File: src/common/accel_pkg.sv
`default_nettype none

package accel_pkg;

    // Widths that carry a meaning across the design
    typedef logic [7:0] spi_byte_t;    // One byte on the SPI bus
    typedef logic [7:0] accel_raw_t;   // Signed axis sample, two's complement
    typedef logic [6:0] accel_mag_t;   // Display magnitude 0..99
    typedef logic [3:0] bcd_t;         // One decimal digit
    typedef logic [6:0] seg_t;         // Segments a..g, active low
    typedef logic [7:0] anode_t;       // Digit enables, active low

    // ADXL362 command bytes
    localparam spi_byte_t CMD_WRITE = 8'h0A;
    localparam spi_byte_t CMD_READ  = 8'h0B;

    // Register map, only what the reader touches
    localparam spi_byte_t REG_POWER_CTL = 8'h2D;
    localparam spi_byte_t REG_XDATA     = 8'h08;   // X, Y, Z follow in one burst

    // POWER_CTL value for measurement mode
    localparam spi_byte_t MEASURE_MODE = 8'h02;

endpackage

`default_nettype wire

File: src/accel_spi/accel_reader.sv
`timescale 1ns/1ns
`default_nettype none

module accel_reader #(
    parameter int SAMPLE_CYCLES = 10_000_000
) (
    input  wire                   CLK100MHZ,
    input  wire                   rst_n,
    input  wire                   byte_done,
    input  wire accel_pkg::spi_byte_t rx_byte,
    output logic                  byte_start,
    output accel_pkg::spi_byte_t  tx_byte,
    output logic                  csn,
    output accel_pkg::accel_mag_t x_mag,
    output accel_pkg::accel_mag_t y_mag,
    output accel_pkg::accel_mag_t z_mag
);
    import accel_pkg::*;

    typedef enum logic [2:0] {
        ST_CONFIG,
        ST_GAP,
        ST_WAIT,
        ST_READ,
        ST_UPDATE
    } state_t;

    localparam int SW = (SAMPLE_CYCLES > 1) ? $clog2(SAMPLE_CYCLES) : 1;

    state_t        state;
    logic [2:0]    byte_idx;     // Position within the current transaction
    logic          in_flight;    // A byte is on the bus
    logic          last_byte;
    logic          sample_tick;
    logic [SW-1:0] sample_cnt;
    spi_byte_t     next_byte;
    accel_raw_t    x_raw;
    accel_raw_t    y_raw;
    accel_raw_t    z_raw;

    // Absolute value, saturated at 99; -128 gives 0x80 and saturates too
    function automatic accel_mag_t to_mag(input accel_raw_t raw);
        spi_byte_t mag;
        mag = raw[7] ? (~raw + 8'd1) : raw;
        return (mag > 8'd99) ? accel_mag_t'(99) : mag[6:0];
    endfunction

    always_comb begin
        next_byte = 8'h00;              // Dummy byte while data registers clock out
        case (byte_idx)
            3'd0: next_byte = (state == ST_CONFIG) ? CMD_WRITE : CMD_READ;
            3'd1: next_byte = (state == ST_CONFIG) ? REG_POWER_CTL : REG_XDATA;
            3'd2: next_byte = (state == ST_CONFIG) ? MEASURE_MODE : 8'h00;
            default: next_byte = 8'h00;
        endcase
    end

    assign last_byte   = (state == ST_CONFIG) ? (byte_idx == 3'd2) : (byte_idx == 3'd4);
    assign sample_tick = (sample_cnt == SW'(SAMPLE_CYCLES - 1));

    // Free-running sample period
    always_ff @(posedge CLK100MHZ or negedge rst_n) begin
        if (!rst_n) begin
            sample_cnt <= '0;
        end else if (sample_tick) begin
            sample_cnt <= '0;
        end else begin
            sample_cnt <= sample_cnt + SW'(1);
        end
    end

    always_ff @(posedge CLK100MHZ or negedge rst_n) begin
        if (!rst_n) begin
            state      <= ST_CONFIG;
            byte_idx   <= '0;
            in_flight  <= 1'b0;
            csn        <= 1'b1;
            byte_start <= 1'b0;
            tx_byte    <= '0;
            x_mag      <= '0;
            y_mag      <= '0;
            z_mag      <= '0;
        end else begin
            byte_start <= 1'b0;
            case (state)
                ST_CONFIG, ST_READ: begin
                    if (csn) begin
                        csn <= 1'b0;            // CS setup cycle before the first byte
                    end else if (!in_flight) begin
                        byte_start <= 1'b1;
                        tx_byte    <= next_byte;
                        in_flight  <= 1'b1;
                    end else if (byte_done) begin
                        in_flight <= 1'b0;
                        byte_idx  <= byte_idx + 3'd1;
                        if (last_byte) begin
                            csn      <= 1'b1;
                            byte_idx <= '0;
                            state    <= (state == ST_CONFIG) ? ST_GAP : ST_UPDATE;
                        end
                    end
                end
                ST_GAP:  state <= ST_WAIT;
                ST_WAIT: begin
                    if (sample_tick) begin
                        state <= ST_READ;
                    end
                end
                ST_UPDATE: begin
                    // All three axes change together
                    x_mag <= to_mag(x_raw);
                    y_mag <= to_mag(y_raw);
                    z_mag <= to_mag(z_raw);
                    state <= ST_WAIT;
                end
                default: state <= ST_WAIT;
            endcase
        end
    end

    // Axis bytes arrive as bytes 2..4 of the burst
    always_ff @(posedge CLK100MHZ) begin
        if (state == ST_READ && in_flight && byte_done) begin
            case (byte_idx)
                3'd2: x_raw <= rx_byte;
                3'd3: y_raw <= rx_byte;
                3'd4: z_raw <= rx_byte;
                default: ;
            endcase
        end
    end

    // CS stays low for the whole byte, up to the master's done pulse
    a_csn_framing: assert property (@(posedge CLK100MHZ) disable iff (!rst_n)
        byte_start |-> (!csn throughout byte_done[->1]));

endmodule

`default_nettype wire

File: src/accel_spi/accel_spi_master.sv
`timescale 1ns/1ns
`default_nettype none

module accel_spi_master #(
    parameter int SCLK_HALF = 50
) (
    input  wire                  CLK100MHZ,
    input  wire                  rst_n,
    input  wire                  byte_start,
    input  wire accel_pkg::spi_byte_t tx_byte,
    input  wire                  miso,
    output logic                 byte_done,
    output accel_pkg::spi_byte_t rx_byte,
    output logic                 sclk,
    output logic                 mosi
);
    import accel_pkg::*;

    localparam int CW = (SCLK_HALF > 1) ? $clog2(SCLK_HALF) : 1;

    logic          busy;
    logic [CW-1:0] half_cnt;    // Clocks within the current SCLK half period
    logic [2:0]    bit_cnt;
    logic          half_end;
    spi_byte_t     tx_shift;
    spi_byte_t     rx_shift;

    assign half_end = busy && (half_cnt == CW'(SCLK_HALF - 1));

    // MSB first; the register empties to zero so MOSI idles low
    assign mosi    = tx_shift[7];
    assign rx_byte = rx_shift;

    always_ff @(posedge CLK100MHZ or negedge rst_n) begin
        if (!rst_n) begin
            busy      <= 1'b0;
            half_cnt  <= '0;
            bit_cnt   <= '0;
            sclk      <= 1'b0;
            tx_shift  <= '0;
            byte_done <= 1'b0;
        end else begin
            byte_done <= 1'b0;
            if (byte_start && !busy) begin
                busy     <= 1'b1;
                half_cnt <= CW'(1);     // First low phase is one clock short, keeps 16*SCLK_HALF
                bit_cnt  <= '0;
                tx_shift <= tx_byte;
            end else if (busy) begin
                if (half_end) begin
                    half_cnt <= '0;
                    sclk     <= ~sclk;
                    if (sclk) begin
                        // Falling edge, present the next bit while SCLK is low
                        tx_shift <= {tx_shift[6:0], 1'b0};
                        bit_cnt  <= bit_cnt + 3'd1;
                        if (bit_cnt == 3'd7) begin
                            busy      <= 1'b0;
                            byte_done <= 1'b1;   // rx_byte is complete here
                        end
                    end
                end else begin
                    half_cnt <= half_cnt + CW'(1);
                end
            end
        end
    end

    // Receive shifter samples MISO on the rising SCLK edge
    always_ff @(posedge CLK100MHZ) begin
        if (half_end && !sclk) begin
            rx_shift <= {rx_shift[6:0], miso};
        end
    end

    // The reader must wait for byte_done before the next byte
    a_no_overlap: assert property (@(posedge CLK100MHZ) disable iff (!rst_n)
        byte_start |-> !busy);

    // Fixed byte latency seen by the sequencer
    a_byte_latency: assert property (@(posedge CLK100MHZ) disable iff (!rst_n)
        byte_start |-> ##(16 * SCLK_HALF) byte_done);

endmodule

`default_nettype wire

File: src/rtl/accel_display_top.sv
`timescale 1ns/1ns
`default_nettype none

module accel_display_top #(
    parameter int SCLK_HALF     = 50,           // 1 MHz SCLK from 100 MHz
    parameter int SAMPLE_CYCLES = 10_000_000,   // 10 samples per second
    parameter int DIGIT_CYCLES  = 100_000       // 1 ms per digit
) (
    input  wire                    CLK100MHZ,
    input  wire                    rst_n,
    input  wire                    acl_miso,
    output wire                    acl_sclk,
    output wire                    acl_mosi,
    output wire                    acl_csn,
    output wire accel_pkg::seg_t   seg,
    output wire accel_pkg::anode_t digit
);
    import accel_pkg::*;

    logic       byte_start;
    logic       byte_done;
    spi_byte_t  tx_byte;
    spi_byte_t  rx_byte;
    accel_mag_t x_mag;
    accel_mag_t y_mag;
    accel_mag_t z_mag;

    accel_reader #(
        .SAMPLE_CYCLES(SAMPLE_CYCLES)
    ) u_reader (
        .CLK100MHZ (CLK100MHZ),
        .rst_n     (rst_n),
        .byte_done (byte_done),
        .rx_byte   (rx_byte),
        .byte_start(byte_start),
        .tx_byte   (tx_byte),
        .csn       (acl_csn),
        .x_mag     (x_mag),
        .y_mag     (y_mag),
        .z_mag     (z_mag)
    );

    accel_spi_master #(
        .SCLK_HALF(SCLK_HALF)
    ) u_spi (
        .CLK100MHZ (CLK100MHZ),
        .rst_n     (rst_n),
        .byte_start(byte_start),
        .tx_byte   (tx_byte),
        .miso      (acl_miso),
        .byte_done (byte_done),
        .rx_byte   (rx_byte),
        .sclk      (acl_sclk),
        .mosi      (acl_mosi)
    );

    seg7_control #(
        .DIGIT_CYCLES(DIGIT_CYCLES)
    ) u_seg7 (
        .CLK100MHZ(CLK100MHZ),
        .rst_n    (rst_n),
        .x_mag    (x_mag),
        .y_mag    (y_mag),
        .z_mag    (z_mag),
        .seg      (seg),
        .digit    (digit)
    );

endmodule

`default_nettype wire

File: src/rtl/seg7_control.sv
`timescale 1ns/1ns
`default_nettype none

module seg7_control #(
    parameter int DIGIT_CYCLES = 100_000
) (
    input  wire                   CLK100MHZ,
    input  wire                   rst_n,
    input  wire accel_pkg::accel_mag_t x_mag,
    input  wire accel_pkg::accel_mag_t y_mag,
    input  wire accel_pkg::accel_mag_t z_mag,
    output accel_pkg::seg_t       seg,
    output accel_pkg::anode_t     digit
);
    import accel_pkg::*;

    // Segment patterns with a as the MSB
    localparam seg_t ZERO  = 7'b000_0001;
    localparam seg_t ONE   = 7'b100_1111;
    localparam seg_t TWO   = 7'b001_0010;
    localparam seg_t THREE = 7'b000_0110;
    localparam seg_t FOUR  = 7'b100_1100;
    localparam seg_t FIVE  = 7'b010_0100;
    localparam seg_t SIX   = 7'b010_0000;
    localparam seg_t SEVEN = 7'b000_1111;
    localparam seg_t EIGHT = 7'b000_0000;
    localparam seg_t NINE  = 7'b000_0100;
    localparam seg_t BLANK = 7'b111_1111;

    localparam int TW = (DIGIT_CYCLES > 1) ? $clog2(DIGIT_CYCLES) : 1;

    logic [TW-1:0] digit_timer;    // Clocks the current digit has been lit
    logic [2:0]    digit_select;
    bcd_t          x_tens;
    bcd_t          x_ones;
    bcd_t          y_tens;
    bcd_t          y_ones;
    bcd_t          z_tens;
    bcd_t          z_ones;

    function automatic seg_t decode(input bcd_t value);
        case (value)
            4'd0: return ZERO;
            4'd1: return ONE;
            4'd2: return TWO;
            4'd3: return THREE;
            4'd4: return FOUR;
            4'd5: return FIVE;
            4'd6: return SIX;
            4'd7: return SEVEN;
            4'd8: return EIGHT;
            4'd9: return NINE;
            default: return BLANK;
        endcase
    endfunction

    // Binary to BCD for magnitudes up to 99
    assign x_tens = bcd_t'(x_mag / 7'd10);
    assign x_ones = bcd_t'(x_mag % 7'd10);
    assign y_tens = bcd_t'(y_mag / 7'd10);
    assign y_ones = bcd_t'(y_mag % 7'd10);
    assign z_tens = bcd_t'(z_mag / 7'd10);
    assign z_ones = bcd_t'(z_mag % 7'd10);

    // Refresh timer advancing one digit per DIGIT_CYCLES
    always_ff @(posedge CLK100MHZ or negedge rst_n) begin
        if (!rst_n) begin
            digit_timer  <= '0;
            digit_select <= '0;
        end else if (digit_timer == TW'(DIGIT_CYCLES - 1)) begin
            digit_timer  <= '0;
            digit_select <= digit_select + 3'd1;   // Wraps 7 -> 0
        end else begin
            digit_timer <= digit_timer + TW'(1);
        end
    end

    assign digit = ~(anode_t'(1) << digit_select);

    // Z, blank, Y, blank and X from right to left
    always_comb begin
        case (digit_select)
            3'd0:    seg = decode(z_ones);
            3'd1:    seg = decode(z_tens);
            3'd2:    seg = BLANK;
            3'd3:    seg = decode(y_ones);
            3'd4:    seg = decode(y_tens);
            3'd5:    seg = BLANK;
            3'd6:    seg = decode(x_ones);
            default: seg = decode(x_tens);
        endcase
    end

    // One anode low at a time and passed to the next digit after a full dwell
    a_one_anode: assert property (@(posedge CLK100MHZ) disable iff (!rst_n)
        $onehot(~digit) && (($past(digit_timer) == TW'(DIGIT_CYCLES - 1)) ?
            (digit == {$past(digit[6:0]), $past(digit[7])}) : $stable(digit)));

endmodule

`default_nettype wire
File: config.mk
export PLATFORM = sky130hd
export DESIGN_NAME = accel_display_top
export DESIGN_NICKNAME = d
export VERILOG_FILES = /design/src/common/accel_pkg.sv /design/src/accel_spi/accel_reader.sv /design/src/accel_spi/accel_spi_master.sv /design/src/rtl/accel_display_top.sv /design/src/rtl/seg7_control.sv
export SDC_FILE = /design/constraint.sdc
export NUM_CORES = 1
export LEC_CHECK = 0
export CORE_UTILIZATION = 30
export CTS_BUF_LIST = sky130_fd_sc_hd__clkbuf_4 sky130_fd_sc_hd__clkbuf_8 sky130_fd_sc_hd__clkbuf_16
export DETAILED_ROUTE_END_ITERATION = 6
export DONT_BUFFER_PORTS = 1
export PLACE_DENSITY = 0.53
export SLEW_MARGIN = 0
export SYNTH_ARGS = -nofsm -noshare
export SYNTH_HDL_FRONTEND = slang
export SYNTH_HIERARCHICAL = 1
export SYNTH_SLANG_ARGS = --single-unit
File: constraint.sdc
create_clock -name CLK100MHZ -period 4.86 [get_ports CLK100MHZ]
set_clock_uncertainty 0.15 [all_clocks]
set_input_delay 0.486 -clock CLK100MHZ [delete_from_list [all_inputs] [get_ports CLK100MHZ]]
set_output_delay 0.486 -clock CLK100MHZ [all_outputs]
set_load 0.1 [all_outputs]
; ---- Word level (Yosys, flattened, before mapping)
; Memories as Yosys holds them, arrays and structs flattened.
; Index checks and enable logic that the tools add are counted.
[classes]
muxes = 52
n_addsub = 9
eq_ne = 22
n_lt_le_gt_ge = 3
bitwise_logic = 8
shift = 1
n_reduce_logical = 24
n_div = 6
[op_table]
columns = op, count
row1 = two-way mux 8 bit, 7
row2 = one-hot mux 7 bit (6 select lines), 1
row3 = two-way mux 3 bit, 11
row4 = NOT 8 bit, 4
row5 = "adder 24 x 1 -> 24 bit, second input constant", 1
row6 = "adder 8 x 1 -> 8 bit, second input constant", 3
row7 = "equality test 24 bit, second input constant", 1
row8 = "greater-than comparator 8 x 7 -> 1 bit, second input constant", 3
row9 = two-way mux 24 bit, 1
row10 = two-way mux 6 bit, 4
row11 = one-hot mux 8 bit (3 select lines), 1
row12 = "divider 7 x 4 -> 7 bit, second input constant", 3
row13 = "remainder unit 7 x 4 -> 7 bit, second input constant", 3
row14 = two-way mux 1 bit, 21
row15 = two-way mux 7 bit, 3
row16 = "equality test 3 x 2 -> 1 bit, second input constant", 6
row17 = "equality test 3 bit, second input constant", 6
row18 = "adder 17 x 1 -> 17 bit, second input constant", 1
row19 = "equality test 17 bit, second input constant", 1
row20 = two-way mux 17 bit, 1
row21 = "adder 3 x 1 -> 3 bit, second input constant", 3
row22 = zero test 3 bit, 3
row23 = AND reduction 3 bit, 3
row24 = "!= test 2 x 1 -> 1 bit, second input constant", 4
row25 = 15 further kinds, 30
[totals]
wordCells = 153
memories = 6
romBits = 672
reg_bits = 134
[memory_table]
columns = name, words, word_bits, read_ports, rd_ports_with_merged_regs, write_ports, line
row1 = (name not given), 16, 7, 1, 0, 0, seg7_control.sv:42  ; case (value)
row2 = (name not given), 16, 7, 1, 0, 0, seg7_control.sv:42
row3 = (name not given), 16, 7, 1, 0, 0, seg7_control.sv:42
row4 = (name not given), 16, 7, 1, 0, 0, seg7_control.sv:42
row5 = (name not given), 16, 7, 1, 0, 0, seg7_control.sv:42
row6 = (name not given), 16, 7, 1, 0, 0, seg7_control.sv:42

; ---- Logic depth before layout (Yosys ltp)
[depth]
ltp_word = 7
ltp_mapped = 17

; ---- By module
; Netlist, hierarchy kept.
[modules_own_cells]
columns = mod, instances, cells_each, area_each_um2, seq_area_each_um2
row1 = seg7_control, 1, 570, 4126.5, 500.5
row2 = accel_reader, 1, 386, 4063.9, 2173.3
row3 = accel_spi_master, 1, 102, 1260.0, 740.7

; ---- Least setup slack after synthesis
; Ideal clock, no wire load.
[synth_timing]
path_kind = register to output
startpoint = reg u_reader.x_mag[6]
endpoint = out seg[5]
required_ns = 4.224
stages_incl_launch_ff = 15
slack_ns = -0.427
arrival_time_ns = 4.651
path_cell_list = dfrtp_1 > buf_4 > or4b_1 > o211ai_1 > a222oi_1 > ha_1 > clkbuf_1 > a211oi_2 > o21ai_1 > o311ai_4 > inv_1 > ha_1 > o311ai_0 > nor2_1 > a31oi_1
[synth_between]
elab_chain_cells = 3
[synth_rtl]
columns = element, line
row1 = "start, declared", accel_reader.sv:14  ; output accel_pkg::accel_mag_t x_mag,
row2 = "start signal, assigned", accel_reader.sv:111  ; x_mag <= to_mag(x_raw);
row3 = divider 7 x 4 -> 7 bit / remainder unit 7 x 4 -> 7 bit (equally long branches), "seg7_control.sv:58, seg7_control.sv:59"
row4 = memory read (16 x 7 bit), n/a
row5 = one-hot mux 7 bit (6 select lines) *, seg7_control.sv:82  ; case (digit_select)
row6 = "end, declared", accel_display_top.sv:15  ; output wire accel_pkg::seg_t seg,
; Every way passes the cells marked *; elsewhere a longest branch is shown, timed or not.

; ---- Worst setup path in the final report
[layout_timing]
startpoint = reg u_reader.x_mag[6]
endpoint = out seg[0]
; Same word-level chain as after synthesis.

==> summary.txt <==
gpl congestion - 0.867
final setup fails - 0
register bit total from synthesis - 130
critical path startpoint - u_reader/x_mag[6]$_DFFE_PN0N_
Post-Route WL - 21,400 um
Synth async-reset ratio - 0.754
Clock Sinks - 130
die area - 32,200 um^2
Post-Synthesis Cells - 1,058
Leak - 4.32 nW
max cap viols - 0
top cell type's share of synthesized area - 0.257
Post-DRT Antenna Nets - 0
CP arrival - 4.07 ns
vias per inst - 5.24
clk buf depth - 2
Fmax - 213 MHz
Chip Height - 179 um
Startpoint Class - register
initial core utilization - 0.307
Worst-path clk slew - 0.06 ns
worst r2r src - u_spi/half_cnt[1]$_DFFE_PN0P_
Slew HR - 0.238
Die X-Extent - 179 um
Tmin final - 4.70 ns
H-Tree Depth - 4
Tot Pwr - 2.34 mW
Final TNS setup - 0 ns
vias in the first global route - 7,223
Antenna diodes - 0
CP max FO - 12
post-synthesis cell type count - 104
Nets - 1,138
Final Slew Violations - 0
fin crit share - 0.968
Syn Area/Cell - 8.93 um^2
Post-synth EDFFs - 32
synthesized area - 9450 um^2
hold path startpoint - u_seg7/digit_timer[4]$_DFF_PN0_
pin count of the biggest net entering global routing - 99
grt total ovfl - 0
Routed wire per std cell - 14.4 um
I/O pin cnt - 21
CP Capture Type - output pin
CP Class - register to output pin
Worst Path Required - 4.22 ns
VDD IR max - 0.000184 V
Vias - 7,789
yosys warns - 6
worst slew pin tran - 1.13 ns
Hold WS - 0.326 ns
layout cell share with drive strength beyond 1 - 0.154
status - finished, final reports clean
Core Rows - 64
total CTS buffers - 17
top-count cell post-synth - dfrtp_1
Hold WC Path Type - register to register
DRC - 0
commonest cells in the netlist - dfrtp_1 (97), nand2_1 (86), nor2_1 (78)
GRT Resource Usage Total - 0.132
initial antenna violation count - 0
RSZ-0062 raised after global routing - no
CTS tree - built
main area contributors after synthesis - dfrtp_1 (26%), edfxtp_1 (10%), ha_1 (7.7%)
PortBufs - 0
Pre-antenna DRT Iters - 7
P&R area growth vs syn - 14.9%
Yosys top cell by area - dfrtp_1
CTS root buf - clkbuf_16
Std-Cell Core Area - 30,800 um^2
sequential fraction of the synthesis area - 0.361
Primary FF master, synth - dfrtp_1
Skew-Pair Late Insertion Delay - 0.42 ns
drt initial violations - 463
wire length of the first global-routing pass - 35,900 um
Final Hold Vio Count - 0
Power Dens Cells - 216 nW/um^2
Post-DP HPWL - 15,300 um
## layout by cell type (no fill, tap or decap), types with 32 or more instances in the layout
| cell | count |
|---|---|
| o21ai_0 | 62 |
| inv_1 | 61 |
| nand2_1 | 86 |
| nor2_1 | 78 |
| edfxtp_1 | 32 |
| dfrtp_1 | 88 |
| buf_4 | 40 |
| a21oi_1 | 61 |
| ha_1 | 56 |
| xnor2_1 | 32 |
| nand3_1 | 37 |
## what timing repair did
item                                   4_1_cts  5_1_grt
cloned                                       0        1
pin swaps                                    0        7
endpoints found under the hold margin       99        0
gates resized for setup                      3       21
buffers inserted                             0       15
hold buffers                                 3        0
setup endpoints to repair                    6        7
## area by class of cell
class / instances / area [um^2]
flip-flops and latches: 130 / 3430
fillers: 3079 / 20000
well taps: 396 / 495
multi-input cells: 810 / 5630
inverters: 66 / 248
clock buffers: 18 / 439
clock inverters: 14 / 120
repair buffers: 52 / 500
## routing by layer
metal  part of all wire  track usage
met3              0.034       0.0225
met1               0.49        0.181
met4              0.015       0.0445
met2               0.46        0.212
met5                  0            0
## flip-flops by register name, indices dropped and copies added, names as in the netlist, 8 cells and up
name                 count
u_reader/sample_cnt     24
u_seg7/digit_timer      17
u_reader/x_raw           8
u_reader/y_raw           8
u_reader/z_raw           8
u_spi/rx_byte            8
u_spi/tx_shift           8
## critical path, cell delays in order (launching register included)
cell and delay [ns]:
dfrtp_2 0.49, or4b_1 0.50, o211ai_1 0.10, a222oi_1 0.15, ha_2 0.27, buf_2 0.19
a221o_1 0.32, a21o_1 0.18, o32a_2 0.42, or2_4 0.27, o21bai_1 0.21, a21oi_1 0.07
nor2_1 0.14, a32oi_2 0.14, buf_12 0.21
## cell families after synthesis
logic type,count (synthesis),synth area share
AOI/OAI and AO/OA,302,0.221
buffers and inverters,121,0.0572
DFF,130,0.361
xor gates and xnor gates,57,0.0528
adders and majority gates,58,0.0768
and+or+nand+nor,374,0.214
muxes,15,0.0169
other,1,0.000397
## where the power goes
group	switching (mW)	internal [mW]	total [mW]
clock	0.518	0.682	1.20
sequential	0.00387	1.12	1.12
combinational	0.0165	0.00441	0.0209
## metrics by stage
| stage | worst slack [ns] | utilization | std cells | area, um^2 |
|---|---|---|---|---|
| 3_3_place_gp | 0.485 | 0.326 | 1435 | 10100 |
| 3_5_place_dp | 0.332 | 0.326 | 1435 | 10100 |
| 6_report | 0.157 | 0.352 | 1486 | 10900 |
| 5_1_grt | 0.00648 | 0.352 | 1486 | 10900 |
| 4_1_cts | 0.0219 | 0.346 | 1470 | 10700 |
| 2_1_floorplan | 0.114 | - | 1060 | 9500 |
## worst paths after layout
check | to | slack (ns) | depth (start not counted)
setup / recovery | seg[0] | 0.16 | 14
hold / removal | u_seg7/digit_timer[4]$_DFF_PN0_ | 0.33 | 1
setup reg to reg | u_spi/rx_byte[4]$_DFFE_PP_ | 2.04 | 5
hold reg to reg | u_seg7/digit_timer[4]$_DFF_PN0_ | 0.33 | 1
max in group asynchronous | u_reader/y_mag[4]$_DFFE_PN0N_ | 3.65 | 2
min in group asynchronous | u_spi/tx_shift[7]$_DFFE_PN0P_ | 0.48 | 2
Note: power is estimated with default switching activity, not from simulation.
